`src/source/cpu_defs.svh`:
```
`ifndef CPU_DEFS_SVH
`define CPU_DEFS_SVH

// Datapath and instruction word width
`define CPU_WIDTH      16
// Register file size, r0 reads as zero
`define CPU_REGS       16
// Memory depths in words
`define CPU_IMEM_DEPTH 256
`define CPU_DMEM_DEPTH 256

// Opcodes, top nibble of the instruction
`define CPU_OP_ADD     4'd0
`define CPU_OP_SUB     4'd2
`define CPU_OP_AND     4'd3
`define CPU_OP_NOR     4'd4
`define CPU_OP_LW      4'd8
`define CPU_OP_SW      4'd9
`define CPU_OP_LLB     4'd10
`define CPU_OP_LHB     4'd11
`define CPU_OP_BZ      4'd12
`define CPU_OP_HLT     4'd15

`endif

```
`src/source/cpu_pkg.sv`:
```
`default_nettype none
`include "cpu_defs.svh"

package cpu_pkg;

	typedef logic [`CPU_WIDTH-1:0] word_t;
	typedef logic [$clog2(`CPU_REGS)-1:0] reg_addr_t;

	// Register form, also used by LW and SW
	typedef struct packed {
		logic [3:0] opcode;
		reg_addr_t  dst;
		reg_addr_t  src0;
		reg_addr_t  src1;
	} r_form_t;

	// Immediate form for LLB, LHB and BZ
	typedef struct packed {
		logic [3:0] opcode;
		reg_addr_t  dst;
		logic [7:0] imm;
	} i_form_t;

	// Same word, two views
	typedef union packed {
		r_form_t r_form;
		i_form_t i_form;
	} instr_t;

	typedef struct packed {
		logic   valid;
		word_t  pc;
		instr_t instr;
	} fetch_out_t;

	typedef struct packed {
		logic       valid;
		word_t      pc;
		logic [3:0] op;
		word_t      a;
		word_t      b;
		reg_addr_t  src_a;
		reg_addr_t  src_b;
		reg_addr_t  dst;
		word_t      imm;
		logic       reg_write;
		logic       load;
		logic       store;
		logic       branch;
		logic       halt;
	} decode_out_t;

	typedef struct packed {
		logic      valid;
		word_t     pc;
		word_t     result;
		word_t     store_data;
		reg_addr_t dst;
		logic      reg_write;
		logic      load;
		logic      store;
		logic      halt;
	} exec_out_t;

	typedef struct packed {
		logic      valid;
		word_t     pc;
		reg_addr_t dst;
		word_t     data;
		logic      reg_write;
		logic      halt;
	} wb_out_t;

	typedef struct packed {
		logic      valid;
		word_t     pc;
		reg_addr_t dst;
		word_t     data;
	} retire_t;

	typedef struct packed {
		logic  we;
		word_t addr;
		word_t data;
	} imem_load_t;

	// Operand source for execute
	typedef enum logic [1:0] {
		FWD_RF  = 2'd0,
		FWD_MEM = 2'd1,
		FWD_WB  = 2'd2
	} fwd_sel_t;

endpackage

`default_nettype wire

```
`src/source/hazard_unit.sv`:
```
`timescale 1ns/1ns
`default_nettype none

module hazard_unit (
	input  cpu_pkg::reg_addr_t   src0_addr,
	input  cpu_pkg::reg_addr_t   src1_addr,
	input  cpu_pkg::decode_out_t decode_in,
	input  cpu_pkg::exec_out_t   exec_in,
	input  cpu_pkg::wb_out_t     wb_in,
	input  logic                 branch_taken,
	output logic                 stall,
	output logic                 flush,
	output cpu_pkg::fwd_sel_t    fwd_a,
	output cpu_pkg::fwd_sel_t    fwd_b
);

	logic load_in_ex;

	// Youngest writer first, load data not ready in memory stage
	function automatic cpu_pkg::fwd_sel_t forward_from(input cpu_pkg::reg_addr_t src);
		if (src == '0)
			return cpu_pkg::FWD_RF;
		if (exec_in.valid && exec_in.reg_write && !exec_in.load && exec_in.dst == src)
			return cpu_pkg::FWD_MEM;
		if (wb_in.valid && wb_in.reg_write && wb_in.dst == src)
			return cpu_pkg::FWD_WB;
		return cpu_pkg::FWD_RF;
	endfunction

	// Operands of the instruction now in execute
	always_comb begin
		fwd_a = forward_from(decode_in.src_a);
		fwd_b = forward_from(decode_in.src_b);
	end

	// Load-use: one bubble, then the value comes from write-back
	assign load_in_ex = decode_in.valid && decode_in.load && (decode_in.dst != '0);
	assign stall      = load_in_ex &&
		((decode_in.dst == src0_addr) || (decode_in.dst == src1_addr));

	// Taken branch drops fetch and decode contents
	assign flush = branch_taken;

endmodule

`default_nettype wire

```
`config.mk`:
```
export PLATFORM = sky130hd
export DESIGN_NAME = hazard_unit
export DESIGN_NICKNAME = d
export VERILOG_FILES = /design/src/source/cpu_pkg.sv /design/src/source/hazard_unit.sv
export VERILOG_INCLUDE_DIRS = /design/src /design/src/source
export SDC_FILE = /design/constraint.sdc
export NUM_CORES = 1
export LEC_CHECK = 0
export BUFFER_PORTS_ARGS = -buffer_cell sky130_fd_sc_hd__buf_2
export CORE_AREA = 2 2 76 78
export DETAILED_ROUTE_END_ITERATION = 16
export DIE_AREA = 0 0 78 80
export PLACE_DENSITY_LB_ADDON = 0.08
export SETUP_SLACK_MARGIN = 0.1
export SYNTH_ARGS = -nofsm -noshare
export SYNTH_HDL_FRONTEND = slang
export SYNTH_SLANG_ARGS = --single-unit
```
`constraint.sdc`:
```
create_clock -name vclk -period 2
set_input_delay 0.3 -clock vclk [all_inputs]
set_output_delay 0.3 -clock vclk [all_outputs]
set_load 0.01 [all_outputs]
```
==> reports/metrics.cfg <==
[synthesis]
yosysMostFrequentCell = xnor2_1
syn_nets = 240
ys_warn_count = 0
yosys.area_share.simple_pct = 29.3
synthAdderAreaFrac_pct = 0
post-synth-top-area-cell = xnor2_1
netlist_top_cells_count = 15 x xnor2_1, 7 x nor3_1, 6 x xor2_1
yosysSeqAreaShare_pct = 0
yosys.area_share.xor_xnor_pct = 51.2
synth_compound_area_share_pct = 15.3
synth_top_area_share_pct = 36.6
synth_top_family_by_area = XOR/XNOR gates
synth_cell_types = 16
synth_mux_area_share_pct = 0
synthesis.area_um2 = 359
synth.area.top_cells = xnor2_1 37%, xor2_1 15%, nor3_1 9.8%, nand4_1 5.2%, a21oi_1 4.2%
syn-instance-count = 49
syn_area_per_cell_um2 = 7.33

[routing]
wl_um = 1460
viasPerCell = 3.16
ant_nets = 0
firstDrtPassIters = 2
drc = 0
vias = 506
routedWlPerCell_um = 9.11
drt_iter0_drc = 11

[worst_hold_path]
worst_hold_path_type = in -> out
hold_depth = 0

[grt]
antenna_found_initial = 0
grt_max_degree = 6
grt_pass1_wl_um = 2240
globalRouteOverflowTotal = 0
grt.total_usage_pct = 4.41
grt_pass1_vias = 512

[place]
gp_congestion = 0.658
dp_cells = 160
placed_area_um2 = 642
dp_hpwl_um = 1390
port_buffers = 40
pre_cts_ws_ns = 0.217

[critical_path]
path_depth = 6
end_kind = primary output
cp.arrival_ns = 1.42
crit_end = fwd_a[0]
critPathMaxFanout = 2
critPathSlowestCell = nor3_1
worstSetupStartpoint = exec_in[2]
crit_type = in -> out
path_buf_inv = 2
required_ns = 1.70
cp_cell_sequence = buf_2, and3b_1, nand3_1, nor3_1, a21boi_0, buf_2
critPathMaxStageDelay_ns = 0.28
critPathMostFrequentCell = buf_2
setup.worst_path.start_class = input port
crit_family = simple AND/OR/NAND/NOR gates

[sta]
tns_ns = 0
drv_slew = 0
hold_viol = 0
fin_crit_sh_pct = 86.0
slew_headroom_pct = 81.6
grt_setup_unrepaired = no
fmax_mhz = 581
setup_ws_ns = 0.280
tightest_slew_ns = 0.274
post-route-min-period_ns = 1.72
finalSetupViolCount = 0

[finish]
finalNonFillerCells = 160
seq_cell_count = 0
diodes = 0
final_cell_area_um2 = 642
seqCellArea_um2 = 0
final_nets = 281
drive_gt1_share_pct = 48.9
fillers = 649
nClkBuffers = 0
area_delta_synth_final_pct = 78.7

[job]
drv_cap = 0

[floorplan]
chipWidth_um = 78
initial_utilization_pct = 6.64
rows = 27
fp.dieH_um = 80
dieArea_um2 = 6240
coreArea_um2 = 5410
ios = 197

[clocking]
postCtsResizedCells = 0
post-cts-setup-buffers = 0
ctsHoldBuffers = 0

[pwr]
vdd_ir_drop_max_uv = 32.1
p_leak_nw = 0.274
power_density_nw_per_um2 = 172

[run_status]
outcome = finished clean

area by class of cell:
type / count / area, µm² / area share, %
Inverter: 2 / 7.51 / 1.17
Multi-Input combinational cell: 46 / 344 / 53.6
Tap cell: 72 / 90.1 / 14.0
Timing Repair Buffer: 40 / 200 / 31.2
per-stage QoR:
step | power, mW | util, % | hold slack (ns)
5_1_grt | 0.124 | 11.9 | 0.600
3_3_place_gp | 0.114 | 11.9 | 0.600
6_report | 0.110 | 11.9 | 0.600
4_1_cts | 0.113 | 11.9 | 0.600
2_1_floorplan | 0.0531 | - | 0.692
3_5_place_dp | 0.113 | 11.9 | 0.600
worst min-delay path by stage:
stage	to	slack, ns	from
final	flush	0.60	branch_taken
after detailed placement	flush	0.60	branch_taken
after floorplan	flush	0.69	branch_taken
after CTS	flush	0.60	branch_taken
after global placement	flush	0.60	branch_taken
after global routing	flush	0.60	branch_taken
power breakdown:
part           internal [mW]  switching (mW)
combinational         0.0579          0.0525
clock                      0               0
sequential                 0               0
cell families (layout without fill, tap and decap cells):
kind of cell | count (synthesis) | count (layout)
simple gates | 18 | 18
xor+xnor | 21 | 21
buf+inv | 3 | 42
compound gates | 7 | 7
routing by layer:
layer	GRT usage (%)	part of all wire [%]	up-vias
li1	-	-	253
met1	4.83	37	222
met2	8.97	51	31
met3	1.13	12	0
met4	0	0	0
met5	0	0	-
layout by cell type, fill, tap and decap left out:
cell | netlist | routed
buf_2 | 0 | 40
xnor2_1 | 15 | 15
nor3_1 | 7 | 7
xor2_1 | 6 | 6
nand3_1 | 3 | 3
nand4_1 | 3 | 3
a21oi_1 | 3 | 3
inv_1 | 2 | 2
nor2_1 | 2 | 2
and3b_1 | 1 | 1
nand4_2 | 1 | 1
o21ai_0 | 1 | 1
o211ai_2 | 1 | 1
a2111oi_2 | 1 | 1
or4_1 | 1 | 1
a21boi_0 | 1 | 1
No activity file was read; power rests on OpenSTA's default activity.
