### config.mk
export PLATFORM = sky130hd
export DESIGN_NAME = instr_memory
export DESIGN_NICKNAME = d
export VERILOG_FILES = /design/src/source/cpu_pkg.sv /design/src/source/instr_memory.sv
export VERILOG_INCLUDE_DIRS = /design/src /design/src/source
export SDC_FILE = /design/constraint.sdc
export NUM_CORES = 2
export LEC_CHECK = 0
export ABC_AREA = 0
export ABC_CLOCK_PERIOD_IN_PS = 4600
export BUFFER_PORTS_ARGS = -buffer_cell sky130_fd_sc_hd__buf_2
export CAP_MARGIN = 40
export CORE_MARGIN = 2
export CORE_UTILIZATION = 63
export DETAILED_ROUTE_END_ITERATION = 8
export PLACE_DENSITY_LB_ADDON = 0.25
export SLEW_MARGIN = 20
export SYNTH_ARGS = -nofsm -noshare
export SYNTH_HDL_FRONTEND = slang
export SYNTH_SLANG_ARGS = --single-unit
### constraint.sdc
create_clock -name clk -period 4.6 [get_ports clk]
set_clock_uncertainty 0.05 [all_clocks]
set_input_delay 0.92 -clock clk [delete_from_list [all_inputs] [get_ports clk]]
set_output_delay 0.92 -clock clk [all_outputs]
set_load 0.01 [all_outputs]
### src/source/cpu_defs.svh
`ifndef CPU_DEFS_SVH
`define CPU_DEFS_SVH

// Datapath and instruction word width
`define CPU_WIDTH      16
// Register file size, r0 reads as zero
`define CPU_REGS       16
// Memory depths in words
`define CPU_IMEM_DEPTH 256
`define CPU_DMEM_DEPTH 256

// Opcodes, top nibble of the instruction
`define CPU_OP_ADD     4'd0
`define CPU_OP_SUB     4'd2
`define CPU_OP_AND     4'd3
`define CPU_OP_NOR     4'd4
`define CPU_OP_LW      4'd8
`define CPU_OP_SW      4'd9
`define CPU_OP_LLB     4'd10
`define CPU_OP_LHB     4'd11
`define CPU_OP_BZ      4'd12
`define CPU_OP_HLT     4'd15

`endif

### src/source/cpu_pkg.sv
`default_nettype none
`include "cpu_defs.svh"

package cpu_pkg;

	typedef logic [`CPU_WIDTH-1:0] word_t;
	typedef logic [$clog2(`CPU_REGS)-1:0] reg_addr_t;

	// Register form, also used by LW and SW
	typedef struct packed {
		logic [3:0] opcode;
		reg_addr_t  dst;
		reg_addr_t  src0;
		reg_addr_t  src1;
	} r_form_t;

	// Immediate form for LLB, LHB and BZ
	typedef struct packed {
		logic [3:0] opcode;
		reg_addr_t  dst;
		logic [7:0] imm;
	} i_form_t;

	// Same word, two views
	typedef union packed {
		r_form_t r_form;
		i_form_t i_form;
	} instr_t;

	typedef struct packed {
		logic   valid;
		word_t  pc;
		instr_t instr;
	} fetch_out_t;

	typedef struct packed {
		logic       valid;
		word_t      pc;
		logic [3:0] op;
		word_t      a;
		word_t      b;
		reg_addr_t  src_a;
		reg_addr_t  src_b;
		reg_addr_t  dst;
		word_t      imm;
		logic       reg_write;
		logic       load;
		logic       store;
		logic       branch;
		logic       halt;
	} decode_out_t;

	typedef struct packed {
		logic      valid;
		word_t     pc;
		word_t     result;
		word_t     store_data;
		reg_addr_t dst;
		logic      reg_write;
		logic      load;
		logic      store;
		logic      halt;
	} exec_out_t;

	typedef struct packed {
		logic      valid;
		word_t     pc;
		reg_addr_t dst;
		word_t     data;
		logic      reg_write;
		logic      halt;
	} wb_out_t;

	typedef struct packed {
		logic      valid;
		word_t     pc;
		reg_addr_t dst;
		word_t     data;
	} retire_t;

	typedef struct packed {
		logic  we;
		word_t addr;
		word_t data;
	} imem_load_t;

	// Operand source for execute
	typedef enum logic [1:0] {
		FWD_RF  = 2'd0,
		FWD_MEM = 2'd1,
		FWD_WB  = 2'd2
	} fwd_sel_t;

endpackage

`default_nettype wire

### src/source/instr_memory.sv
`timescale 1ns/1ns
`default_nettype none
`include "cpu_defs.svh"

module instr_memory (
	input  logic                  clk,
	input  cpu_pkg::imem_load_t   imem_load,
	input  logic [`CPU_WIDTH-1:0] addr,
	output cpu_pkg::instr_t       instr
);

	localparam int IADDR_BITS = $clog2(`CPU_IMEM_DEPTH);

	// Program store, one instruction per word
	logic [`CPU_WIDTH-1:0] mem [`CPU_IMEM_DEPTH];

	//////////////////////////////////////////////////////////////////////
	// Load port
	//////////////////////////////////////////////////////////////////////

	// Writes land on the next edge
	always_ff @(posedge clk) begin
		if (imem_load.we)
			mem[imem_load.addr[IADDR_BITS-1:0]] <= imem_load.data;
	end

	//////////////////////////////////////////////////////////////////////
	// Fetch port
	//////////////////////////////////////////////////////////////////////

	// Asynchronous read, upper pc bits dropped
	assign instr = cpu_pkg::instr_t'(mem[addr[IADDR_BITS-1:0]]);

endmodule

`default_nettype wire

==> run summary <==
CTS sink count = 4096
Worst path max stage delay = 0.55 ns
clock root cell = clkbuf_16
initial core utilization = 63.2%
via/cell ratio = 7.06
total core area = 251000 um2
crit end category = output pin
pwr dens = 422 nW/um2
FP Rows = 184
critical path depth = 13
IO Count = 66
crit path launch = addr[0]
Initial DRC Count = 14700
Max Cap Violations = 0
Crit path max-delay family = simple AND/OR/NAND/NOR gates
Yosys top cell area share = 77.7%
Mapped Area = 158000 um2
total CTS buffers = 405
max_slew headroom = 18.2%
met3 WL = 62800 um
Final GP Congestion = 0.950
critical path type = in -> out
via count = 86100
Slew Viols, Final = 0
dpl hpwl = 253000 um
Avg Inst Size Synth = 21.6 um2
startpoint types = input pin
Worst EP arrival = 3.84 ns
Cell variety after synth = 51
metal2 WL = 209000 um
Port-buffer cells = 49
top area cells in the synthesized netlist = edfxtp_1, mux4_2, mux2i_1
Leakage = 61.4 nW
crit-path max FO = 5
die footprint = 255000 um2
DRC viols = 0
Final period util = 105%
H-tree depth = 5
CTS tree = built
antenna violation net count after detailed routing = 0
worst setup margin = -0.213 ns
Synth Instances = 7344
Synth area leader = edfxtp_1
Peak VDD IR = 0.413 mV
initial antenna violation count = 19
predominant post-synthesis flop cell = edfxtp_1
max reg flops = 4096
type of the tightest min-delay check = in -> reg
post-synthesis sequential area ratio = 77.7%
Final Setup Violations = 14
DR WL/cell = 36.8 um
clk slew on worst S/H paths = 0.06 ns
first-pass GRT wire length = 623000 um
Hold Buf Count CTS = 0
Fill cells = 12800
fmax = 208 MHz
WL final = 449000 um
CP Data Required Time = 3.63 ns
Die Width = 505 um
Final nets = 8563
TritonRoute pass-1 iters = 8
gr ovfl total = 0
Slowest cell on crit path = or4b_4
Post-synth EDFFs = 4096
Critical Path End = instr[4]
top layer in use = met5
pin count of the biggest net entering global routing = 141
WP buf/inv = 7
vias in the first global route = 84500
Longest Clk Path Bufs = 4
CP cell instances = buf_16 -> buf_16 -> buf_12 -> buf_16 -> buf_8 -> mux2i_1 -> o221ai_2 -> buf_4 -> o22ai_2 -> and2_1 -> or4b_4 -> nor4_4 -> buf_2
Hold Fails Final Rpt = 0
Tmin final = 4.81 ns
Post-synth ARST share = 0%
worst-margin pin slew = 1.23 ns
Total Power = 79.1 mW
RSZ-0062 raised after global routing = yes
outcome = finished with violations
die height = 505 um
Layout Utilization = 74.7%
area delta synth->final = 18.3%
share of layout cells above drive strength 1 = 34.2%
most frequent CP cell = buf_16
yosys warns = 0
failing checks = negative setup slack
GRT Overall Usage = 34.5%
WL met1 = 153000 um
flops & latches, synth = 4096
synthesized net count = 7394
repair_timing:
item / in CTS / in global routing
cloned: 22 / 13
resized for setup: 384 / 178
setup endpoints to repair: 16 / 16
setup buffers: 55 / 74
pin swaps: 63 / 87
cells in the final DEF (no fill, tap or decap), drive strengths merged, types with 148 or more instances in the layout:
cell	instances
o221ai	253
mux4	797
a21oi	175
mux2i	565
clkbuf	507
clkinv	159
nor2	304
o22ai	148
buf	1187
edfxtp	4096
layer usage:
metal	vias to the layer above	track usage, %
met5	-	0
met3	1146	9.50
met4	8	14.3
met2	7013	52.7
li1	33600	-
met1	44300	47.9
cells by family (layout without fill, tap and decap cells):
kind of cell           Yosys count  count (layout)  synth area share [%]
other                            0              16                     0
AO/OA/AOI/OAI                  786             786                  3.54
flip-flops                    4096            4096                  77.7
multiplexers                  1450            1450                  15.5
AND/OR/NAND/NOR                556             558                  1.58
buffers and inverters          456            1938                  1.70
cell type report:
class | instances | area (um2) | area share [%]
antenna | 16 | 40.0 | 0.0214
clock buffer | 493 | 10600 | 5.64
multi-input combinational | 2794 | 35100 | 18.7
clock inverter | 229 | 2400 | 1.28
timing repair buffer | 1212 | 12000 | 6.43
inverter | 4 | 27.5 | 0.0147
sequential | 4096 | 123000 | 65.6
tap | 3348 | 4190 | 2.24
how the worst min path moves through the flow:
stage	start	to	slack, ns	depth (start not counted)
floorplan	imem_load[0]	mem[0][0]	0.97	0
global placement	imem_load[1]	mem[246][1]	1.38	1
detailed placement	imem_load[1]	mem[246][1]	1.40	1
CTS	imem_load[1]	mem[19][1]	0.35	1
global route	imem_load[4]	mem[246][4]	0.27	1
finish	imem_load[4]	mem[246][4]	0.29	1
per-stage QoR:
stage / setup slack, ns / setup TNS [ns] / instances / instance area (um2) / hold WS [ns]
final: -0.213 / -1.29 / 12200 / 187000 / 0.289
after global routing: -0.224 / -1.20 / 12200 / 187000 / 0.273
after CTS: -0.0373 / -0.126 / 12100 / 186000 / 0.353
after global placement: -0.911 / -9.20 / 11300 / 169000 / 1.38
after floorplan: 0.692 / 0 / 7344 / 158000 / 0.969
after detailed placement: -0.907 / -9.26 / 11300 / 170000 / 1.40
cells in the mapped netlist (4+ instances only):
master,n
or2_2,4
nand2_1,38
a221oi_1,28
and3_1,11
nor2_1,304
a22o_1,32
clkbuf_1,230
edfxtp_1,4096
a21oi_1,175
nor4_1,17
a211oi_1,18
nand4_1,26
nor3_1,92
nor2b_1,9
buf_6,77
o31ai_1,16
o22ai_1,148
a2111oi_0,6
mux2i_1,565
a31oi_1,6
buf_12,5
o21ai_0,37
o221ai_1,252
mux4_2,797
buf_4,26
nand3_1,35
buf_8,11
a22oi_1,43
buf_2,76
mux2_2,88
o32ai_1,20
buf_1,27
report_power, final:
group | switching [mW] | internal (mW) | leakage, nW
Combinational | 3.03 | 2.02 | 18.3
Clock | 13.9 | 19.0 | 6.35
Sequential | 0.0225 | 41.1 | 36.8
Total | 16.9 | 62.2 | 61.4
No activity file was read; power rests on OpenSTA's default activity.
