**config.mk**
```make
export PLATFORM = sky130hd
export DESIGN_NAME = execute_stage
export DESIGN_NICKNAME = d
export VERILOG_FILES = /design/src/source/cpu_pkg.sv /design/src/source/execute_stage.sv
export VERILOG_INCLUDE_DIRS = /design/src /design/src/source
export SDC_FILE = /design/constraint.sdc
export NUM_CORES = 1
export LEC_CHECK = 0
export CAP_MARGIN = 10
export CORE_AREA = 2 2 100 102
export CTS_CLUSTER_DIAMETER = 120
export CTS_CLUSTER_SIZE = 14
export DETAILED_ROUTE_END_ITERATION = 10
export DIE_AREA = 0 0 102 104
export DONT_BUFFER_PORTS = 1
export GPL_TIMING_DRIVEN = 0
export PLACE_DENSITY = 0.71
export SLEW_MARGIN = 10
export SYNTH_ARGS = -nofsm -noshare
export SYNTH_HDL_FRONTEND = slang
export SYNTH_SLANG_ARGS = --single-unit
```
**constraint.sdc**
```tcl
create_clock -name clk -period 5 [get_ports clk]
set_clock_uncertainty 0.2 [all_clocks]
set_input_delay 1 -clock clk [delete_from_list [all_inputs] [get_ports clk]]
set_output_delay 1 -clock clk [all_outputs]
set_load 0.1 [all_outputs]
```
**src/source/cpu_defs.svh**
```systemverilog
`ifndef CPU_DEFS_SVH
`define CPU_DEFS_SVH

// Datapath and instruction word width
`define CPU_WIDTH      16
// Register file size, r0 reads as zero
`define CPU_REGS       16
// Memory depths in words
`define CPU_IMEM_DEPTH 256
`define CPU_DMEM_DEPTH 256

// Opcodes, top nibble of the instruction
`define CPU_OP_ADD     4'd0
`define CPU_OP_SUB     4'd2
`define CPU_OP_AND     4'd3
`define CPU_OP_NOR     4'd4
`define CPU_OP_LW      4'd8
`define CPU_OP_SW      4'd9
`define CPU_OP_LLB     4'd10
`define CPU_OP_LHB     4'd11
`define CPU_OP_BZ      4'd12
`define CPU_OP_HLT     4'd15

`endif

```
**src/source/cpu_pkg.sv**
```systemverilog
`default_nettype none
`include "cpu_defs.svh"

package cpu_pkg;

	typedef logic [`CPU_WIDTH-1:0] word_t;
	typedef logic [$clog2(`CPU_REGS)-1:0] reg_addr_t;

	// Register form, also used by LW and SW
	typedef struct packed {
		logic [3:0] opcode;
		reg_addr_t  dst;
		reg_addr_t  src0;
		reg_addr_t  src1;
	} r_form_t;

	// Immediate form for LLB, LHB and BZ
	typedef struct packed {
		logic [3:0] opcode;
		reg_addr_t  dst;
		logic [7:0] imm;
	} i_form_t;

	// Same word, two views
	typedef union packed {
		r_form_t r_form;
		i_form_t i_form;
	} instr_t;

	typedef struct packed {
		logic   valid;
		word_t  pc;
		instr_t instr;
	} fetch_out_t;

	typedef struct packed {
		logic       valid;
		word_t      pc;
		logic [3:0] op;
		word_t      a;
		word_t      b;
		reg_addr_t  src_a;
		reg_addr_t  src_b;
		reg_addr_t  dst;
		word_t      imm;
		logic       reg_write;
		logic       load;
		logic       store;
		logic       branch;
		logic       halt;
	} decode_out_t;

	typedef struct packed {
		logic      valid;
		word_t     pc;
		word_t     result;
		word_t     store_data;
		reg_addr_t dst;
		logic      reg_write;
		logic      load;
		logic      store;
		logic      halt;
	} exec_out_t;

	typedef struct packed {
		logic      valid;
		word_t     pc;
		reg_addr_t dst;
		word_t     data;
		logic      reg_write;
		logic      halt;
	} wb_out_t;

	typedef struct packed {
		logic      valid;
		word_t     pc;
		reg_addr_t dst;
		word_t     data;
	} retire_t;

	typedef struct packed {
		logic  we;
		word_t addr;
		word_t data;
	} imem_load_t;

	// Operand source for execute
	typedef enum logic [1:0] {
		FWD_RF  = 2'd0,
		FWD_MEM = 2'd1,
		FWD_WB  = 2'd2
	} fwd_sel_t;

endpackage

`default_nettype wire

```
**src/source/execute_stage.sv**
```systemverilog
`timescale 1ns/1ns
`default_nettype none
`include "cpu_defs.svh"

module execute_stage (
	input  logic                  clk,
	input  logic                  reset,
	input  cpu_pkg::decode_out_t  decode_in,
	input  cpu_pkg::exec_out_t    exec_mem,
	input  cpu_pkg::wb_out_t      wb_in,
	input  cpu_pkg::fwd_sel_t     fwd_a,
	input  cpu_pkg::fwd_sel_t     fwd_b,
	output logic                  branch_taken,
	output logic [`CPU_WIDTH-1:0] branch_target,
	output cpu_pkg::exec_out_t    exec_out
);

	cpu_pkg::word_t op_a, op_b, alu;

	// One forwarding mux, used for both operands
	function automatic cpu_pkg::word_t forward_pick(
		input cpu_pkg::fwd_sel_t sel,
		input cpu_pkg::word_t    rf_val,
		input cpu_pkg::word_t    mem_val,
		input cpu_pkg::word_t    wb_val
	);
		case (sel)
			cpu_pkg::FWD_MEM: return mem_val;
			cpu_pkg::FWD_WB:  return wb_val;
			default:          return rf_val;
		endcase
	endfunction

	assign op_a = forward_pick(fwd_a, decode_in.a, exec_mem.result, wb_in.data);
	assign op_b = forward_pick(fwd_b, decode_in.b, exec_mem.result, wb_in.data);

	//////////////////////////////////////////////////////////////////////
	// ALU
	//////////////////////////////////////////////////////////////////////

	always_comb begin
		case (decode_in.op)
			`CPU_OP_ADD: alu = op_a + op_b;
			`CPU_OP_SUB: alu = op_a - op_b;
			`CPU_OP_AND: alu = op_a & op_b;
			`CPU_OP_NOR: alu = ~(op_a | op_b);
			`CPU_OP_LLB: alu = decode_in.imm;
			// New upper byte over the old lower byte
			`CPU_OP_LHB: alu = {decode_in.imm[7:0], op_a[7:0]};
			// Effective address
			`CPU_OP_LW, `CPU_OP_SW: alu = op_a + decode_in.imm;
			default: alu = '0;
		endcase
	end

	// BZ on the forwarded dst register
	assign branch_taken  = decode_in.valid && decode_in.branch && (op_a == '0);
	assign branch_target = decode_in.pc + decode_in.imm + 1'b1;

	//////////////////////////////////////////////////////////////////////
	// Execute-to-memory register
	//////////////////////////////////////////////////////////////////////

	always_ff @(posedge clk) begin
		if (reset)
			exec_out.valid <= 1'b0;
		else
			exec_out.valid <= decode_in.valid;
	end

	always_ff @(posedge clk) begin
		exec_out.pc         <= decode_in.pc;
		exec_out.result     <= alu;
		exec_out.store_data <= op_b;
		exec_out.dst        <= decode_in.dst;
		exec_out.reg_write  <= decode_in.reg_write;
		exec_out.load       <= decode_in.load;
		exec_out.store      <= decode_in.store;
		exec_out.halt       <= decode_in.halt;
	end

endmodule

`default_nettype wire

```
==> impl_metrics.tcl <==
set metrics [dict create \
    status "complete, no violations" \
    dp_cells 655 \
    clock.fmax_ghz 0.206 \
    syn_inst 521 \
    crit_path_frequent_cell "a21o_1" \
    via_per_inst 6.32 \
    async_reset_ff_share_pct 0 \
    utilization_pct 50.5 \
    synth_top_family_by_area "compound AO/OA/AOI/OAI gates" \
    syn2layout_area_growth_pct 13.8 \
    hold_path_class "input port to flop" \
    crit_path_end_kind "primary output" \
    largest_register_ffs 57 \
    yosysWarningCount 0 \
    crit_fanout 5 \
    cts-root-buf "clkbuf_8" \
    syn_area_um2 4240 \
    grt_overflow 0 \
    synth_compound_area_share_pct 33.2 \
    dieArea_um2 10600 \
    antenna_found_initial 0 \
    dr.pass1.iters 5 \
    synth_adder_area_share_pct 11.3 \
    wl_met3_um 1350 \
    fillCellCount 922 \
    drv_cap 0 \
    cts_buffers 9 \
    register_area_um2 1140 \
    synth-edff-count 0 \
    met2_length_um 6830 \
    finalHoldViolations 0 \
    die_h_um 104 \
    top_regs "exec_out: 57 flops" \
    instances_no_fill 671 \
    grt_util_all_layers_pct 27.3 \
    wirelength_met1_um 5980 \
    holdBufCountCts 0 \
    maxSlewViolCount 0 \
    worst_slew_pin_slew_ps 1270 \
    grt_start_max_net_pins 11 \
    place_congestion 0.934 \
    htree_num_levels 3 \
    finalCriticalPeriod_ps 4870 \
    drt_iter0_markers 290 \
    critical_path_class "input port to primary output" \
    rsz0062_at_grt "no" \
    synth_cell_type_count 61 \
    grt_pass1_wl_um 22300 \
    dr_total_vias 4238 \
    diodes 0 \
    final_layout_size_suffix_gt1_share_pct 10.6 \
    port_buffers 0 \
    synth-main-ff-cell "dfxtp_1" \
    ant_nets 0 \
    rows 36 \
    mappedNetlistNets 746 \
    dp_hpwl_um 11800 \
    avgSynthCellArea_um2 8.14 \
    ys_seq_elements 57 \
    die_x_um 102 \
    wl_per_cell_um 21.8 \
    regMostFlops "exec_out" \
    finalCritPeriodShare_pct 97.3 \
    cts_sinks 57 \
    io_pins 262 \
    path_cells "ha_1 -> a21o_1 -> a21o_1 -> a21o_1 -> or3_1 -> o221ai_1 -> nand2_1 -> o311ai_4" \
    highest_layer "met4" \
    core_area_um2 9550 \
    initial_core_util_pct 44.4 \
    fin_nets 759 \
    multiInputGateArea_um2 3080 \
    cts_tree "done" \
    slew_headroom_pct 14.8 \
    power_density_nw_per_um2 428 \
    setup_viol 0 \
    critPathTopFamily "compound AO/OA/AOI/OAI gates" \
    leakage_nw 2.01 \
    crit_slowest_cell "o311ai_4" \
    ys_seq_area_share_pct 26.9 \
    vdd_drop_max_mv 0.181 \
    grt_pass1_vias 4173 \
    synthXorXnorAreaFrac_pct 8.06 \
    drcViolationCount 0 \
    worstPathRequired_ps 3800 \
    yosys.area_share.simple_pct 15.0 \
    drt_wl_total_um 14600 \
    synth_mux_area_share_pct 0.472 \
    clk_path_buf_depth 2 \
    slowest_delay_ps 890 \
    worstPathArrival_ps 3670 \
    cp_num_buf_inv 0 \
    cp-start-kind "input port" \
    clkTransAtPathRegs_ps 70 \
]
## synth_stat cells, types with 3 or more instances
master	count	area share, %
or4_1	3	0.53
inv_2	3	0.27
nor4b_1	3	0.62
nand2_1	48	4.2
o2111ai_1	3	0.62
o311ai_0	5	1.0
nand2b_1	4	0.59
a22oi_1	46	8.1
inv_1	25	2.2
ha_1	35	10
o21ai_0	36	4.2
dfxtp_1	57	27
nor2_1	23	2.0
a221oi_1	8	1.7
o21a_1	9	1.6
nor3_1	16	1.9
a21o_1	19	3.4
a21oi_1	27	3.2
xnor2_1	26	5.4
or3_1	3	0.44
nor2b_1	3	0.44
o31ai_1	6	1.1
clkbuf_1	18	1.6
o221ai_1	5	1.0
o21ai_1	12	1.4
xor2_1	13	2.7
nand3_1	15	1.8
## through the flow
step,area [um2],setup slack (ps),TNS (ps),total power [W],hold WS (ps)
global route,4820,3.47,0,0.00215,451
CTS,4770,25.9,0,0.00206,455
detailed placement,4560,-330,-1770,0.00161,828
global placement,4470,-493,-1770,0.00158,828
finish,4820,135,0,0.00207,472
floorplan,4300,-233,-233,0.00148,828
## kinds of logic after synthesis
family / count (synthesis)
adder cells (fa/ha/maj): 37
buffers and inverters: 52
XOR/XNOR: 39
multiplexers: 2
flip-flops: 57
AO/OA/AOI/OAI: 202
AND/OR/NAND/NOR: 132
## layout make-up
cell class,count,area share (%)
Clock buffer,12,3.22
Multi-Input combinational cell,412,63.9
Inverter,28,2.18
Timing Repair Buffer,2,0.467
Buffer,24,2.31
Tap cell,133,3.45
Clock inverter,3,0.830
Sequential cell,57,23.7
## worst paths after layout
check | startpoint | cells after the start | slack (ps) | end
hold / removal | decode_in[73] | 0 | 470 | exec_out[44]$_DFF_P_
setup / recovery | decode_in[11] | 8 | 130 | branch_target[13]
## placed cells by master, fill, tap and decap left out, types with 14 or more instances in the layout
| master | Yosys | final |
|---|---|---|
| inv_1 | 25 | 25 |
| a22oi_1 | 46 | 46 |
| dfxtp_1 | 57 | 57 |
| xnor2_1 | 26 | 18 |
| o21ai_0 | 36 | 33 |
| nand3_1 | 15 | 15 |
| a21o_1 | 19 | 19 |
| clkbuf_1 | 18 | 18 |
| nand2_1 | 48 | 48 |
| o21ai_1 | 12 | 14 |
| nor2_1 | 23 | 21 |
| ha_1 | 35 | 35 |
| a21oi_1 | 27 | 25 |
| nor3_1 | 16 | 14 |
## layer usage
metal	up-vias	GRT usage [%]
met2	220	43.3
met5	-	0
li1	1987	-
met3	30	7.73
met1	2001	34.5
met4	0	11.1
## where the power goes
part | internal, W | switching [W]
Sequential | 0.000505 | 0.000390
Combinational | 0.000218 | 0.000513
Clock | 0.000253 | 0.000186
Total | 0.000977 | 0.00109
## repair_timing
item / in CTS / in global routing
cloned: 0 / 0
endpoints found under the setup margin: 2 / 9
pin swaps: 1 / 2
gates resized for setup: 4 / 15
buffers inserted: 0 / 1
No activity file was read; power rests on OpenSTA's default activity.
