--- config.mk ---
export PLATFORM = sky130hd
export DESIGN_NAME = decode_stage
export DESIGN_NICKNAME = d
export VERILOG_FILES = /design/src/source/cpu_pkg.sv /design/src/source/decode_stage.sv
export VERILOG_INCLUDE_DIRS = /design/src /design/src/source
export SDC_FILE = /design/constraint.sdc
export NUM_CORES = 1
export LEC_CHECK = 0
export BUFFER_PORTS_ARGS = -buffer_cell sky130_fd_sc_hd__buf_2
export CORE_ASPECT_RATIO = 0.6
export CORE_UTILIZATION = 59
export DETAILED_ROUTE_END_ITERATION = 8
export MAX_ROUTING_LAYER = met4
export PLACE_DENSITY = 0.85
export SKIP_LAST_GASP = 1
export SYNTH_ARGS = -nofsm -noshare
export SYNTH_HDL_FRONTEND = slang
export SYNTH_SLANG_ARGS = --single-unit
--- constraint.sdc ---
create_clock -name clk -period 4 [get_ports clk]
set_input_delay 0.8 -clock clk [delete_from_list [all_inputs] [get_ports clk]]
set_output_delay 0.8 -clock clk [all_outputs]
set_load 0.005 [all_outputs]
--- src/source/cpu_defs.svh ---
`ifndef CPU_DEFS_SVH
`define CPU_DEFS_SVH

// Datapath and instruction word width
`define CPU_WIDTH      16
// Register file size, r0 reads as zero
`define CPU_REGS       16
// Memory depths in words
`define CPU_IMEM_DEPTH 256
`define CPU_DMEM_DEPTH 256

// Opcodes, top nibble of the instruction
`define CPU_OP_ADD     4'd0
`define CPU_OP_SUB     4'd2
`define CPU_OP_AND     4'd3
`define CPU_OP_NOR     4'd4
`define CPU_OP_LW      4'd8
`define CPU_OP_SW      4'd9
`define CPU_OP_LLB     4'd10
`define CPU_OP_LHB     4'd11
`define CPU_OP_BZ      4'd12
`define CPU_OP_HLT     4'd15

`endif

--- src/source/cpu_pkg.sv ---
`default_nettype none
`include "cpu_defs.svh"

package cpu_pkg;

	typedef logic [`CPU_WIDTH-1:0] word_t;
	typedef logic [$clog2(`CPU_REGS)-1:0] reg_addr_t;

	// Register form, also used by LW and SW
	typedef struct packed {
		logic [3:0] opcode;
		reg_addr_t  dst;
		reg_addr_t  src0;
		reg_addr_t  src1;
	} r_form_t;

	// Immediate form for LLB, LHB and BZ
	typedef struct packed {
		logic [3:0] opcode;
		reg_addr_t  dst;
		logic [7:0] imm;
	} i_form_t;

	// Same word, two views
	typedef union packed {
		r_form_t r_form;
		i_form_t i_form;
	} instr_t;

	typedef struct packed {
		logic   valid;
		word_t  pc;
		instr_t instr;
	} fetch_out_t;

	typedef struct packed {
		logic       valid;
		word_t      pc;
		logic [3:0] op;
		word_t      a;
		word_t      b;
		reg_addr_t  src_a;
		reg_addr_t  src_b;
		reg_addr_t  dst;
		word_t      imm;
		logic       reg_write;
		logic       load;
		logic       store;
		logic       branch;
		logic       halt;
	} decode_out_t;

	typedef struct packed {
		logic      valid;
		word_t     pc;
		word_t     result;
		word_t     store_data;
		reg_addr_t dst;
		logic      reg_write;
		logic      load;
		logic      store;
		logic      halt;
	} exec_out_t;

	typedef struct packed {
		logic      valid;
		word_t     pc;
		reg_addr_t dst;
		word_t     data;
		logic      reg_write;
		logic      halt;
	} wb_out_t;

	typedef struct packed {
		logic      valid;
		word_t     pc;
		reg_addr_t dst;
		word_t     data;
	} retire_t;

	typedef struct packed {
		logic  we;
		word_t addr;
		word_t data;
	} imem_load_t;

	// Operand source for execute
	typedef enum logic [1:0] {
		FWD_RF  = 2'd0,
		FWD_MEM = 2'd1,
		FWD_WB  = 2'd2
	} fwd_sel_t;

endpackage

`default_nettype wire

--- src/source/decode_stage.sv ---
`timescale 1ns/1ns
`default_nettype none
`include "cpu_defs.svh"

module decode_stage (
	input  logic                 clk,
	input  logic                 reset,
	input  cpu_pkg::fetch_out_t  fetch_in,
	input  cpu_pkg::wb_out_t     wb_in,
	input  logic                 stall,
	input  logic                 flush,
	output cpu_pkg::decode_out_t decode_out,
	output logic                 halt_seen,
	output cpu_pkg::reg_addr_t   src0_addr,
	output cpu_pkg::reg_addr_t   src1_addr
);

	cpu_pkg::word_t     regs [`CPU_REGS];
	cpu_pkg::instr_t    instr;
	logic [3:0]         opcode;
	cpu_pkg::reg_addr_t src_a, src_b;
	cpu_pkg::word_t     imm, operand_a, operand_b;
	logic               reg_write, load, store, branch, is_hlt;
	logic               halt_q, take;

	// Read with write-back bypass, r0 pinned to zero
	function automatic cpu_pkg::word_t read_reg(input cpu_pkg::reg_addr_t ra);
		if (ra == '0)
			return '0;
		if (wb_in.valid && wb_in.reg_write && wb_in.dst == ra)
			return wb_in.data;
		return regs[ra];
	endfunction

	//////////////////////////////////////////////////////////////////////
	// Register file
	//////////////////////////////////////////////////////////////////////

	always_ff @(posedge clk) begin
		if (wb_in.valid && wb_in.reg_write)
			regs[wb_in.dst] <= wb_in.data;
	end

	//////////////////////////////////////////////////////////////////////
	// Instruction decode
	//////////////////////////////////////////////////////////////////////

	assign instr  = fetch_in.instr;
	assign opcode = instr.r_form.opcode;
	assign is_hlt = (opcode == `CPU_OP_HLT);

	always_comb begin
		src_a     = '0;
		src_b     = '0;
		imm       = '0;
		reg_write = 1'b0;
		load      = 1'b0;
		store     = 1'b0;
		branch    = 1'b0;
		case (opcode)
			`CPU_OP_ADD, `CPU_OP_SUB, `CPU_OP_AND, `CPU_OP_NOR: begin
				src_a     = instr.r_form.src0;
				src_b     = instr.r_form.src1;
				reg_write = 1'b1;
			end
			// Base in src0, signed word offset in src1
			`CPU_OP_LW: begin
				src_a     = instr.r_form.src0;
				imm       = {{(`CPU_WIDTH-4){instr.r_form.src1[3]}}, instr.r_form.src1};
				reg_write = 1'b1;
				load      = 1'b1;
			end
			// Store data comes from the dst field
			`CPU_OP_SW: begin
				src_a = instr.r_form.src0;
				src_b = instr.r_form.dst;
				imm   = {{(`CPU_WIDTH-4){instr.r_form.src1[3]}}, instr.r_form.src1};
				store = 1'b1;
			end
			`CPU_OP_LLB: begin
				imm       = {{(`CPU_WIDTH-8){instr.i_form.imm[7]}}, instr.i_form.imm};
				reg_write = 1'b1;
			end
			// Old value needed for the kept low byte
			`CPU_OP_LHB: begin
				src_a     = instr.i_form.dst;
				imm       = {{(`CPU_WIDTH-8){instr.i_form.imm[7]}}, instr.i_form.imm};
				reg_write = 1'b1;
			end
			// Tested register lives in dst
			`CPU_OP_BZ: begin
				src_a  = instr.i_form.dst;
				imm    = {{(`CPU_WIDTH-8){instr.i_form.imm[7]}}, instr.i_form.imm};
				branch = 1'b1;
			end
			default: ;
		endcase
	end

	always_comb begin
		operand_a = read_reg(src_a);
		operand_b = read_reg(src_b);
	end

	// Hazard checks only see live sources
	assign src0_addr = fetch_in.valid ? src_a : '0;
	assign src1_addr = fetch_in.valid ? src_b : '0;

	// Older taken branch cancels a halt here
	assign take      = fetch_in.valid && !stall && !flush && !halt_q;
	assign halt_seen = halt_q || (fetch_in.valid && is_hlt && !flush);

	//////////////////////////////////////////////////////////////////////
	// Decode-to-execute register
	//////////////////////////////////////////////////////////////////////

	always_ff @(posedge clk) begin
		if (reset) begin
			decode_out.valid <= 1'b0;
			halt_q           <= 1'b0;
		end else begin
			decode_out.valid <= take;
			if (take && is_hlt)
				halt_q <= 1'b1;
		end
	end

	always_ff @(posedge clk) begin
		decode_out.pc        <= fetch_in.pc;
		decode_out.op        <= opcode;
		decode_out.a         <= operand_a;
		decode_out.b         <= operand_b;
		decode_out.src_a     <= src_a;
		decode_out.src_b     <= src_b;
		decode_out.dst       <= instr.r_form.dst;
		decode_out.imm       <= imm;
		decode_out.reg_write <= reg_write && (instr.r_form.dst != '0);
		decode_out.load      <= load;
		decode_out.store     <= store;
		decode_out.branch    <= branch;
		decode_out.halt      <= is_hlt;
	end

endmodule

`default_nettype wire

==> metrics.md <==
| Metric | Value |
|---|---|
| Outcome | `finished, final reports clean` |
| DRT iter0 DRCs | `2512` |
| Die area | `~26000 µm²` |
| WP depth | `7` |
| CP Buf/Inv Count | `3` |
| Most frequent cell after synthesis | `nand2_1` |
| Worst Tran Pin Value | `between 1 and 1.5 ns` |
| Crit-path leading delay family | `buffers and inverters` |
| Flop-to-flop setup slack | `2.37 ns` |
| Routed vias | `13012` |
| Nets | `1677` |
| Avg Inst Size Synth | `10.31 µm²` |
| Pin count of the biggest net entering global routing | `101` |
| Worst IR Drop VDD | `approximately 0.36 mV` |
| # IOs | `171` |
| DP Area | `16400 µm²` |
| Wire length of the first global-routing pass | `71880 µm` |
| Post-CTS sizing | `0` |
| Sequential fraction of the synthesis area | `61.34%` |
| Final setup fails | `0` |
| Post-Layout Cell Count | `1947` |
| Pwr Density | `roughly 460 nW/µm²` |
| Tmin final | `3.446 ns` |
| Bufs on Longest Clock Path | `3` |
| Post-synth cell types | `55` |
| Fillcell total | `around 1700` |
| Final Util | `between 70 and 80%` |
| Placed Cells incl. Taps | `around 1900` |
| Clock slew at reported path FFs | `about 0.07 ns` |
| Startpoint Class | `primary input` |
| Clk_lat worst skew | `0.57 ns` |
| Seq cells post-synth | `335` |
| Synth top area cells | `edfxtp_1, dfxtp_1, nand2_1` |
| Remaining DRCs | `0` |
| All-Layer GR Usage | `between 30% and 40%` |
| CTS Root Cell | `clkbuf_16` |
| Worst hold path type | `primary input to flip-flop` |
| H-tree levels | `1` |
| Core Region | `between 20000 and 25000 µm²` |
| Slew headroom | `between 30% and 40%` |
| CTS buffer count | `30` |
| Post-CTS Hold Fix Bufs | `0` |
| Most common cell on crit path | `buf_2` |
| Top FF cell, synth | `edfxtp_1` |
| Crit-path cells | `buf_2 > nand3_1 > a311oi_1 > nor2_2 > inv_2 > and2_1 > buf_2` |
| Post-synth EDFFs | `around 260` |
| Syn. warnings | `0` |
| Leakage power | `6.971 nW` |
| Vias in the first global route | `12220` |
| Hold Fails Final Rpt | `0` |
| Initial DRT Pass Iterations | `6` |
| Antenna-violating nets left | `0` |
| Largest area contributor in the netlist | `edfxtp_1` |
| Postcts setup bufs | `0` |
| CTS tree | `yes` |
| Slew Viols, Final | `0` |
| Post-DP HPWL | `between 20000 and 30000 µm` |
| RSZ-0062 raised after global routing | `false` |
| CP max-delay cell | `buf_2` |
| Setup Crit Path Kind | `primary input to primary output` |
| Crit Path Max Fanout | `41` |
| Fmax | `0.2902 GHz` |
| Setup TNS Final | `0 ns` |
| Antenna cells | `0` |
| Total grt overflow | `0` |
| Max-cap violations | `0` |
| WHS Endpoint | `decode_out[81]` |
| WL/cell | `~25 µm` |
| Share of layout cells above drive strength 1 | `18.15%` |
| Path depth of the worst reg2reg path | `5` |
| Worst Hold Launch | `fetch_in[28]` |
| Die H | `126.0 µm` |
| Post-Synthesis Cells | `1465` |
| Post-synth ARST share | `0%` |
| Via density | `6.683` |
| # port buffers | `approximately 150` |
| CP Capture Type | `primary output` |
| Worst Clk Skew | `0.01014 ns` |
| Hold path depth | `1` |
| Critical Path RT | `between 3 and 4 ns` |
| Share of the synthesized area in the top cell type | `between 50% and 60%` |
| RR Endpoint | `decode_out[50]` |
| Reg2reg start | `regs[10][1]` |
| Final Cycle Share | `86.14%` |
| Final Power | `between 0.007 and 0.008 W` |
| Mapped cell area | `15110 µm²` |
| CP max stage delay | `approximately 0.46 ns` |
| Crit path DAT | `2.65 ns` |
| CTS sink cnt | `335` |
| Initial Util | `61.26%` |
| Initial antenna violation count | `0` |
| Chip Width | `208.6 µm` |
| GPL Wtd Cong | `0.9503` |
| Commonest cells in the netlist | `nand2_1, edfxtp_1, nand3_1, dfxtp_1, a21oi_1` |
| Final Instance Area | `17440 µm²` |
| Row count | `44` |
| Final Routed Wirelength | `about 48000 µm` |
| Area of the multi-input gates | `about 5300 µm²` |
| Storage element area | `9269 µm²` |
| P&R area growth vs syn | `15.42%` |
| Net Count, Synth | `1541` |
## per-layer routing
metal	share of wire (%)	GRT usage, %	vias to the layer above
met3	16	11.60	209
met1	37	50.83	6022
li1	-	-	5568
met4	4.4	15.61	0
met2	42	52.35	1213
met5	0	-	-
## metrics by stage
step           hold WS, ns  setup WS, ns
3_3_place_gp        0.4418        0.5381
6_report            0.3223        0.5544
5_1_grt             0.3093        0.3671
4_1_cts             0.3117        0.6178
3_5_place_dp        0.4386        0.4920
2_1_floorplan       0.4143        0.7205
## where the power goes
group	switching [W]	internal [W]	total, W
sequential	0.0000517	0.00386	0.00391
clock	0.00126	0.00176	0.00302
combinational	0.000700	0.000366	0.00107
total	0.00201	0.00599	0.00800
## area by class of cell
type | count | area share, %
flip-flops and latches | 335 | 53.15
inverters | 12 | 0.2583
multi-input cells | 1003 | 30.66
repair buffers | 219 | 7.663
clock buffers | 51 | 5.532
well taps | 322 | 2.310
clock inverters | 5 | 0.4305
## state kept, by name, summed over array words and instances (netlist names)
| register | cells |
|---|---|
| regs | 256 |
| decode_out | 78 |
| halt_q | 1 |
## cells in the final DEF, fill, tap and decap left out, drive strengths merged, types with 2 or more instances in the layout
cell,count
and2,10
inv,12
a32o,7
nor3,16
nand2,390
clkbuf,51
a211oi,2
dfxtp,79
a311o,8
o22ai,25
nor4b,2
a211o,9
nand4,4
or3,4
nor4,7
nand3,232
bufinv,2
clkinv,3
nor2,24
and3,27
mux2i,51
xnor2,7
nand4b,2
edfxtp,256
buf,219
a311oi,26
nand2b,9
nor4bb,2
a31oi,16
a21oi,59
nor2b,8
o21ai,41
## how the worst max path moves through the flow
stage,end,slack (ns),startpoint
2_1_floorplan,src1_addr[2],0.72,fetch_in[13]
3_3_place_gp,decode_out[37],0.54,fetch_in[15]
3_5_place_dp,decode_out[52],0.49,fetch_in[15]
4_1_cts,src0_addr[1],0.62,fetch_in[15]
5_1_grt,src0_addr[1],0.37,fetch_in[15]
6_report,src0_addr[1],0.55,fetch_in[15]
## kinds of logic (layout without fill, tap and decap cells)
group | count (synthesis) | after routing | share of synthesized area [%]
buf+inv | 127 | 287 | 3.759
flops | 335 | 335 | 61.34
simple gates | 742 | 742 | 22.15
xor+xnor | 7 | 7 | 0.4058
mux | 51 | 51 | 3.379
compound gates | 203 | 203 | 8.960
Power figures use the tool's default switching activity.
