[src/source/cpu_defs.svh]
`ifndef CPU_DEFS_SVH
`define CPU_DEFS_SVH

// Datapath and instruction word width
`define CPU_WIDTH      16
// Register file size, r0 reads as zero
`define CPU_REGS       16
// Memory depths in words
`define CPU_IMEM_DEPTH 256
`define CPU_DMEM_DEPTH 256

// Opcodes, top nibble of the instruction
`define CPU_OP_ADD     4'd0
`define CPU_OP_SUB     4'd2
`define CPU_OP_AND     4'd3
`define CPU_OP_NOR     4'd4
`define CPU_OP_LW      4'd8
`define CPU_OP_SW      4'd9
`define CPU_OP_LLB     4'd10
`define CPU_OP_LHB     4'd11
`define CPU_OP_BZ      4'd12
`define CPU_OP_HLT     4'd15

`endif

[src/source/cpu_pkg.sv]
`default_nettype none
`include "cpu_defs.svh"

package cpu_pkg;

	typedef logic [`CPU_WIDTH-1:0] word_t;
	typedef logic [$clog2(`CPU_REGS)-1:0] reg_addr_t;

	// Register form, also used by LW and SW
	typedef struct packed {
		logic [3:0] opcode;
		reg_addr_t  dst;
		reg_addr_t  src0;
		reg_addr_t  src1;
	} r_form_t;

	// Immediate form for LLB, LHB and BZ
	typedef struct packed {
		logic [3:0] opcode;
		reg_addr_t  dst;
		logic [7:0] imm;
	} i_form_t;

	// Same word, two views
	typedef union packed {
		r_form_t r_form;
		i_form_t i_form;
	} instr_t;

	typedef struct packed {
		logic   valid;
		word_t  pc;
		instr_t instr;
	} fetch_out_t;

	typedef struct packed {
		logic       valid;
		word_t      pc;
		logic [3:0] op;
		word_t      a;
		word_t      b;
		reg_addr_t  src_a;
		reg_addr_t  src_b;
		reg_addr_t  dst;
		word_t      imm;
		logic       reg_write;
		logic       load;
		logic       store;
		logic       branch;
		logic       halt;
	} decode_out_t;

	typedef struct packed {
		logic      valid;
		word_t     pc;
		word_t     result;
		word_t     store_data;
		reg_addr_t dst;
		logic      reg_write;
		logic      load;
		logic      store;
		logic      halt;
	} exec_out_t;

	typedef struct packed {
		logic      valid;
		word_t     pc;
		reg_addr_t dst;
		word_t     data;
		logic      reg_write;
		logic      halt;
	} wb_out_t;

	typedef struct packed {
		logic      valid;
		word_t     pc;
		reg_addr_t dst;
		word_t     data;
	} retire_t;

	typedef struct packed {
		logic  we;
		word_t addr;
		word_t data;
	} imem_load_t;

	// Operand source for execute
	typedef enum logic [1:0] {
		FWD_RF  = 2'd0,
		FWD_MEM = 2'd1,
		FWD_WB  = 2'd2
	} fwd_sel_t;

endpackage

`default_nettype wire

[src/source/fetch_stage.sv]
`timescale 1ns/1ns
`default_nettype none
`include "cpu_defs.svh"

module fetch_stage (
	input  logic                  clk,
	input  logic                  reset,
	input  logic                  stall,
	input  logic                  flush,
	input  logic                  halt_seen,
	input  logic                  branch_taken,
	input  logic [`CPU_WIDTH-1:0] branch_target,
	input  cpu_pkg::instr_t       instr,
	output logic [`CPU_WIDTH-1:0] iaddr,
	output cpu_pkg::fetch_out_t   fetch_out
);

	logic [`CPU_WIDTH-1:0] pc;
	logic                  hold;

	// Frozen on load-use stall or once a halt sits in decode
	assign hold  = stall || halt_seen;
	assign iaddr = pc;

	// Program counter, branch wins over hold
	always_ff @(posedge clk) begin
		if (reset)
			pc <= '0;
		else if (branch_taken)
			pc <= branch_target;
		else if (!hold)
			pc <= pc + 1'b1;
	end

	// Fetch-to-decode valid
	always_ff @(posedge clk) begin
		if (reset || flush)
			fetch_out.valid <= 1'b0;
		else if (!hold)
			fetch_out.valid <= 1'b1;
	end

	// Payload, held together with valid
	always_ff @(posedge clk) begin
		if (!hold) begin
			fetch_out.pc    <= pc;
			fetch_out.instr <= instr;
		end
	end

endmodule

`default_nettype wire

[config.mk]
export PLATFORM = sky130hd
export DESIGN_NAME = fetch_stage
export DESIGN_NICKNAME = d
export VERILOG_FILES = /design/src/source/cpu_pkg.sv /design/src/source/fetch_stage.sv
export VERILOG_INCLUDE_DIRS = /design/src /design/src/source
export SDC_FILE = /design/constraint.sdc
export NUM_CORES = 1
export LEC_CHECK = 0
export ABC_AREA = 1
export BUFFER_PORTS_ARGS = -buffer_cell sky130_fd_sc_hd__buf_2
export CAP_MARGIN = 20
export CORE_MARGIN = 4
export CORE_UTILIZATION = 51
export DETAILED_ROUTE_END_ITERATION = 10
export MAX_ROUTING_LAYER = met4
export PLACE_DENSITY = 0.86
export SLEW_MARGIN = 0
export SYNTH_ARGS = -nofsm -noshare
export SYNTH_HDL_FRONTEND = slang
export SYNTH_SLANG_ARGS = --single-unit
[constraint.sdc]
create_clock -name clk -period 3.1 [get_ports clk]
set_clock_uncertainty 0.05 [all_clocks]
set_input_delay 0 -clock clk [delete_from_list [all_inputs] [get_ports clk]]
set_output_delay 0 -clock clk [all_outputs]
set_load 0.05 [all_outputs]
==> results.tsv, run 1 <==
metric	value	unit
p_per_area	487	nW/um^2
dieArea	5110	sq um
slew_headroom	62.5	%
ys_seq_area_share	63.3	%
grt-ovfl-total	0	
synth_warnings	0	
cts_root_buffer	clkbuf_8	
slew_viol_final	0	
initial_utilization	54.5	%
core	3770	sq um
remaining_drc_errors	0	
fillCellCount	252	
syn_area	2060	sq um
ys_ff_latch	49	
die_y	71.5	microns
tightest_slew	561	ps
cts-buffers-inserted	5	
crit_arrival	1670	ps
placed_cell_area	2550	sq um
synthCells	201	
wl	5210	microns
io_buffers	86	
grt_pass1_wl	8450	microns
ios	87	
cts.clk_slew.worst_paths	90	ps
final_cell_mix	buf_2, nand2_1, edfxtp_1	
timing.final.ws_setup	1580	ps
cts_resized	0	
final_common_cell	buf_2	
cts_setup_buffers	0	
setup_viol	0	
area_delta_synth_final	40.7	%
first_iter_violations	64	
die_w	71.5	microns
max_freq	658	MHz
holdCritPathClass	primary input to flip-flop	
htree_levels	2	
fin_setup_tns	0	ps
cts_sinks	49	
hold_viol	0	
nets	358	
antenna_found_initial	0	
clk_path_buf_depth	2	
design_area	2890	sq um
status	finished clean	
wl_per_cell	14.1	microns
post-place-ws	1600	ps
crit_path_start_kind	flip-flop	
min_period_over_period	49.0	%
critPathMaxFanout	6	
drive_above_1_share	35.9	%
track_usage	21.6	%
synth.avg_cell_area	10.2	sq um
grt_pass1_vias	1743	
maxCapViolCount	0	
synth_enable_flop_cells	32	
cts_tree	built	
synth_cell_type_count	27	
antenna_cells	0	
leakage	0.00127	uW
crit_path_end_kind	flip-flop	
dr.pass1.iters	4	
grt_max_degree	22	
row_count	22	
synth_nets	240	
ant_nets	0	
vias	1818	
whs	14.9	ps
cp_data_required_time	3250	ps
postCtsHoldBufs	26	
place_congestion	0.938	
period_needed	1520	ps
dp_hpwl	3700	microns
setup.worst_path.class	flip-flop to flip-flop	
clock_latency	290	ps
synth-main-ff-cell	edfxtp_1	
via_per_inst	4.94	
vdd_ir_drop_max	0.245	mV
rsz0062_at_grt	no	
synth-async-reset-ratio	0	%
[Yosys cell counts, types with 2 or more instances]
| master | n | area (sq um) |
|---|---|---|
| nor2_1 | 10 | 37.5 |
| nand3_1 | 14 | 70.1 |
| inv_2 | 5 | 18.8 |
| o21ai_0 | 11 | 55.1 |
| dfxtp_1 | 17 | 340 |
| nand3_2 | 2 | 20.0 |
| clkinv_1 | 2 | 7.51 |
| o21ai_1 | 8 | 40.0 |
| nand2_1 | 36 | 135 |
| nor2_4 | 5 | 56.3 |
| a21oi_1 | 12 | 60.1 |
| a31oi_1 | 4 | 25.0 |
| nand2_2 | 5 | 31.3 |
| nor2_2 | 2 | 12.5 |
| edfxtp_1 | 32 | 961 |
| nand4_1 | 3 | 18.8 |
| inv_1 | 23 | 86.3 |
[state kept, by name, summed over array words and instances, names as in the netlist]
name,cells
fetch_out,33
iaddr,16
[worst max-delay path: stages, from the launching register on]
cell and delay, ps:
dfxtp_1 420, ha_1 230, nand2_1 100, nor2_2 120, nand2_2 100, nor2_4 110, nand3_2 60, nand2_1 70
nand3_1 70, nand2_1 60, inv_1 30
[layout make-up]
type | count | area, sq um | share of cell area, %
Clock inverter | 2 | 15.0 | 0.519
Tap cell | 48 | 60.1 | 2.08
Timing Repair Buffer | 113 | 698 | 24.1
Inverter | 30 | 113 | 3.89
Clock buffer | 6 | 72.6 | 2.51
Sequential cell | 49 | 1300 | 45.0
Multi-Input combinational cell | 120 | 634 | 21.9
[path summary, 6_finish.rpt]
check	start	endpoint	slack (ps)	cells after the start
worst min-delay path	reset	iaddr[13]$_SDFFE_PP0P_	10	2
worst min register to register	fetch_out[32]$_SDFFE_PP0P_	fetch_out[32]$_SDFFE_PP0P_	470	2
worst max register to register	iaddr[0]$_SDFFE_PP0P_	iaddr[14]$_SDFFE_PP0P_	1580	10
worst max-delay path	iaddr[0]$_SDFFE_PP0P_	iaddr[14]$_SDFFE_PP0P_	1580	10
[layer usage]
metal	up-vias	share of wire (%)	track usage [%]	wire length (microns)
met5	-	0	-	0
met4	0	0.96	5.64	50
met3	7	7.6	3.65	396
li1	916	-	-	-
met1	822	42	27.2	2180
met2	73	50	36.3	2580
[per-stage QoR]
step           utilization (%)  power [uW]  cells
4_1_cts                   76.7        1420    368
2_1_floorplan                -         958    201
3_5_place_dp              67.5        1040    334
5_1_grt                   76.7        1460    368
6_report                  76.7        1410    368
3_3_place_gp              67.5        1030    334
[logic make-up (layout without fill, tap and decap cells)]
| kind of cell | count (synthesis) | after routing | share of synthesized area [%] |
|---|---|---|---|
| xor gates and xnor gates | 2 | 2 | 0.852 |
| and+or+nand+nor | 79 | 79 | 19.3 |
| AOI/OAI and AO/OA | 38 | 38 | 10.0 |
| buffers and inverters | 32 | 151 | 5.90 |
| DFF | 49 | 49 | 63.3 |
| adders and majority gates | 1 | 1 | 0.608 |
[power by group]
group,switching (uW),total (uW),internal (uW)
combinational,203,285,82.2
clock,202,361,159
sequential,26.6,763,736
Note: power is estimated with default switching activity, not from simulation.
==> inputs of run 2 (changes only) <==
CORE_UTILIZATION = 42   (was 51)
PLACE_DENSITY = 0.75   (was 0.86)
clock period = 1.35 ns   (was 3.1 ns; I/O delays follow)
==> results.tsv, run 2 (synthesized netlist as in run 1, its figures left out) <==
metric	value	unit
grt_pass1_vias	1841	
slew_headroom	79.1	%
reg2reg_from	iaddr[1]$_SDFFE_PP0P_	
path_buf_inv	1	
largest_reg_flops	33	
final_cell_mix	buf_2, nand2_1, edfxtp_1	
initial_utilization	43.5	%
nets	368	
min_period_over_period	104	%
via_per_inst	4.68	
grt_max_degree	19	
die_w	78.0	microns
startpoint	iaddr[1]$_SDFFE_PP0P_	
cts.clk_slew.worst_paths	90	ps
final_common_cell	buf_2	
ant_nets	0	
core	4720	sq um
crit_path_end_kind	flip-flop	
dr.pass1.iters	4	
holdCritPathClass	primary input to flip-flop	
antenna_cells	0	
hold_viol	0	
period_needed	1400	ps
place_congestion	0.800	
cts_sinks	49	
cp_data_required_time	1510	ps
dieArea	6080	sq um
slew_viol_final	0	
wl_per_cell	13.6	microns
clock_latency	300	ps
grt_pass1_wl	8600	microns
antenna_found_initial	0	
htree_levels	2	
status	finished, violations left	
final_core_util	65.7	%
timing.final.ws_setup	-47.4	ps
multi_input_area	686	sq um
crit_path_start_kind	flip-flop	
vias	1858	
area_delta_synth_final	51.0	%
leakage	0.00137	uW
p_per_area	1120	nW/um^2
crit_path_max_incr_delay	380	ps
first_iter_violations	88	
drive_above_1_share	43.6	%
clk_path_buf_depth	2	
fillCellCount	382	
dp_hpwl	3570	microns
regMostFlops	fetch_out	
vdd_ir_drop_max	0.477	mV
failed_checks	setup timing	
worstHoldStart	reset	
remaining_drc_errors	0	
max_freq	716	MHz
cts_root_buffer	clkbuf_8	
die_y	78.0	microns
rsz0062_at_grt	yes	
whs	12.1	ps
cts-buffers-inserted	5	
ios	87	
io_buffers	86	
setup.worst_path.class	flip-flop to flip-flop	
maxCapViolCount	0	
track_usage	18.4	%
cpLargestDelayFamily	simple AND/OR/NAND/NOR gates	
critical_path.cell_chain	ha_4, nand2_4, nor2_4, nand2_4, nor2_4, nand3_2, nand2_2, nand3_2, nand2_2, inv_1	
grt-ovfl-total	0	
cts_tree	built	
row_count	25	
ff_latch_area	1330	sq um
tightest_slew	314	ps
crit_slowest_cell	dfxtp_4	
wl	5410	microns
critPathMaxFanout	5	
crit_arrival	1560	ps
setup_viol	1	
-- run 2: metrics by stage --
step | worst slack, ps | cell area (sq um) | std cells | setup TNS [ps] | power, uW
floorplan | -46.9 | 2090 | 201 | -46.9 | 2210
global placement | 60.3 | 2630 | 356 | 0 | 2390
detailed placement | 23.9 | 2630 | 356 | 0 | 2390
CTS | 8.62 | 3050 | 396 | 0 | 3490
global route | -128 | 3110 | 397 | -336 | 3630
finish | -47.4 | 3110 | 397 | -47.4 | 3480
-- run 2: metal layers --
layer  vias up  routed length (microns)  share of wire [%]  GRT usage (%)
li1        939                        -                  -              -
met1       837                     2290                 42           21.2
met2        75                     2680                 49           31.0
met3         7                      396                7.3           4.64
met4         0                       51               0.94           6.64
met5         -                        0                  0              -
-- run 2: area by class of cell --
class,count,share of cell area [%]
sequential,49,42.7
timing repair buffer,123,25.2
multi-input combinational,120,22.1
inverter,30,3.71
tap,67,2.70
clock buffer,5,2.22
clock inverter,3,1.33
-- run 2: worst reg2reg max path, stage by stage, from the launching register on --
cell and delay [ps]:
dfxtp_4 380, ha_4 160, nand2_4 60, nor2_4 130, nand2_4 80, nor2_4 130, nand3_2 80, nand2_2 70
nand3_2 60, nand2_2 70, inv_1 30
-- run 2: where the power goes --
part	internal (uW)	total [uW]	switching, uW	leakage, uW
registers	1690	1760	61.2	0.000451
logic	214	693	479	0.000864
clock network	545	1030	482	0.0000518
total	2450	3480	1020	0.00137
-- run 2: path summary, 6_finish.rpt --
| path | endpoint | slack, ps | cells after the start |
|---|---|---|---|
| max | iaddr[14]$_SDFFE_PP0P_ | -50 | 10 |
| min | iaddr[13]$_SDFFE_PP0P_ | 10 | 2 |
| max reg2reg | iaddr[14]$_SDFFE_PP0P_ | -50 | 10 |
| min reg2reg | fetch_out[29]$_DFFE_PP_ | 440 | 0 |
-- run 2: timing repair --
| item | 4_1_cts | 5_1_grt |
|---|---|---|
| buffers inserted | 2 | 1 |
| resized for setup | 0 | 12 |
| hold buffers | 30 | 0 |
| cloned | 0 | 0 |
| setup endpoints to repair | 1 | 8 |
| endpoints found under the hold margin | 28 | 0 |
| pin swaps | 0 | 6 |
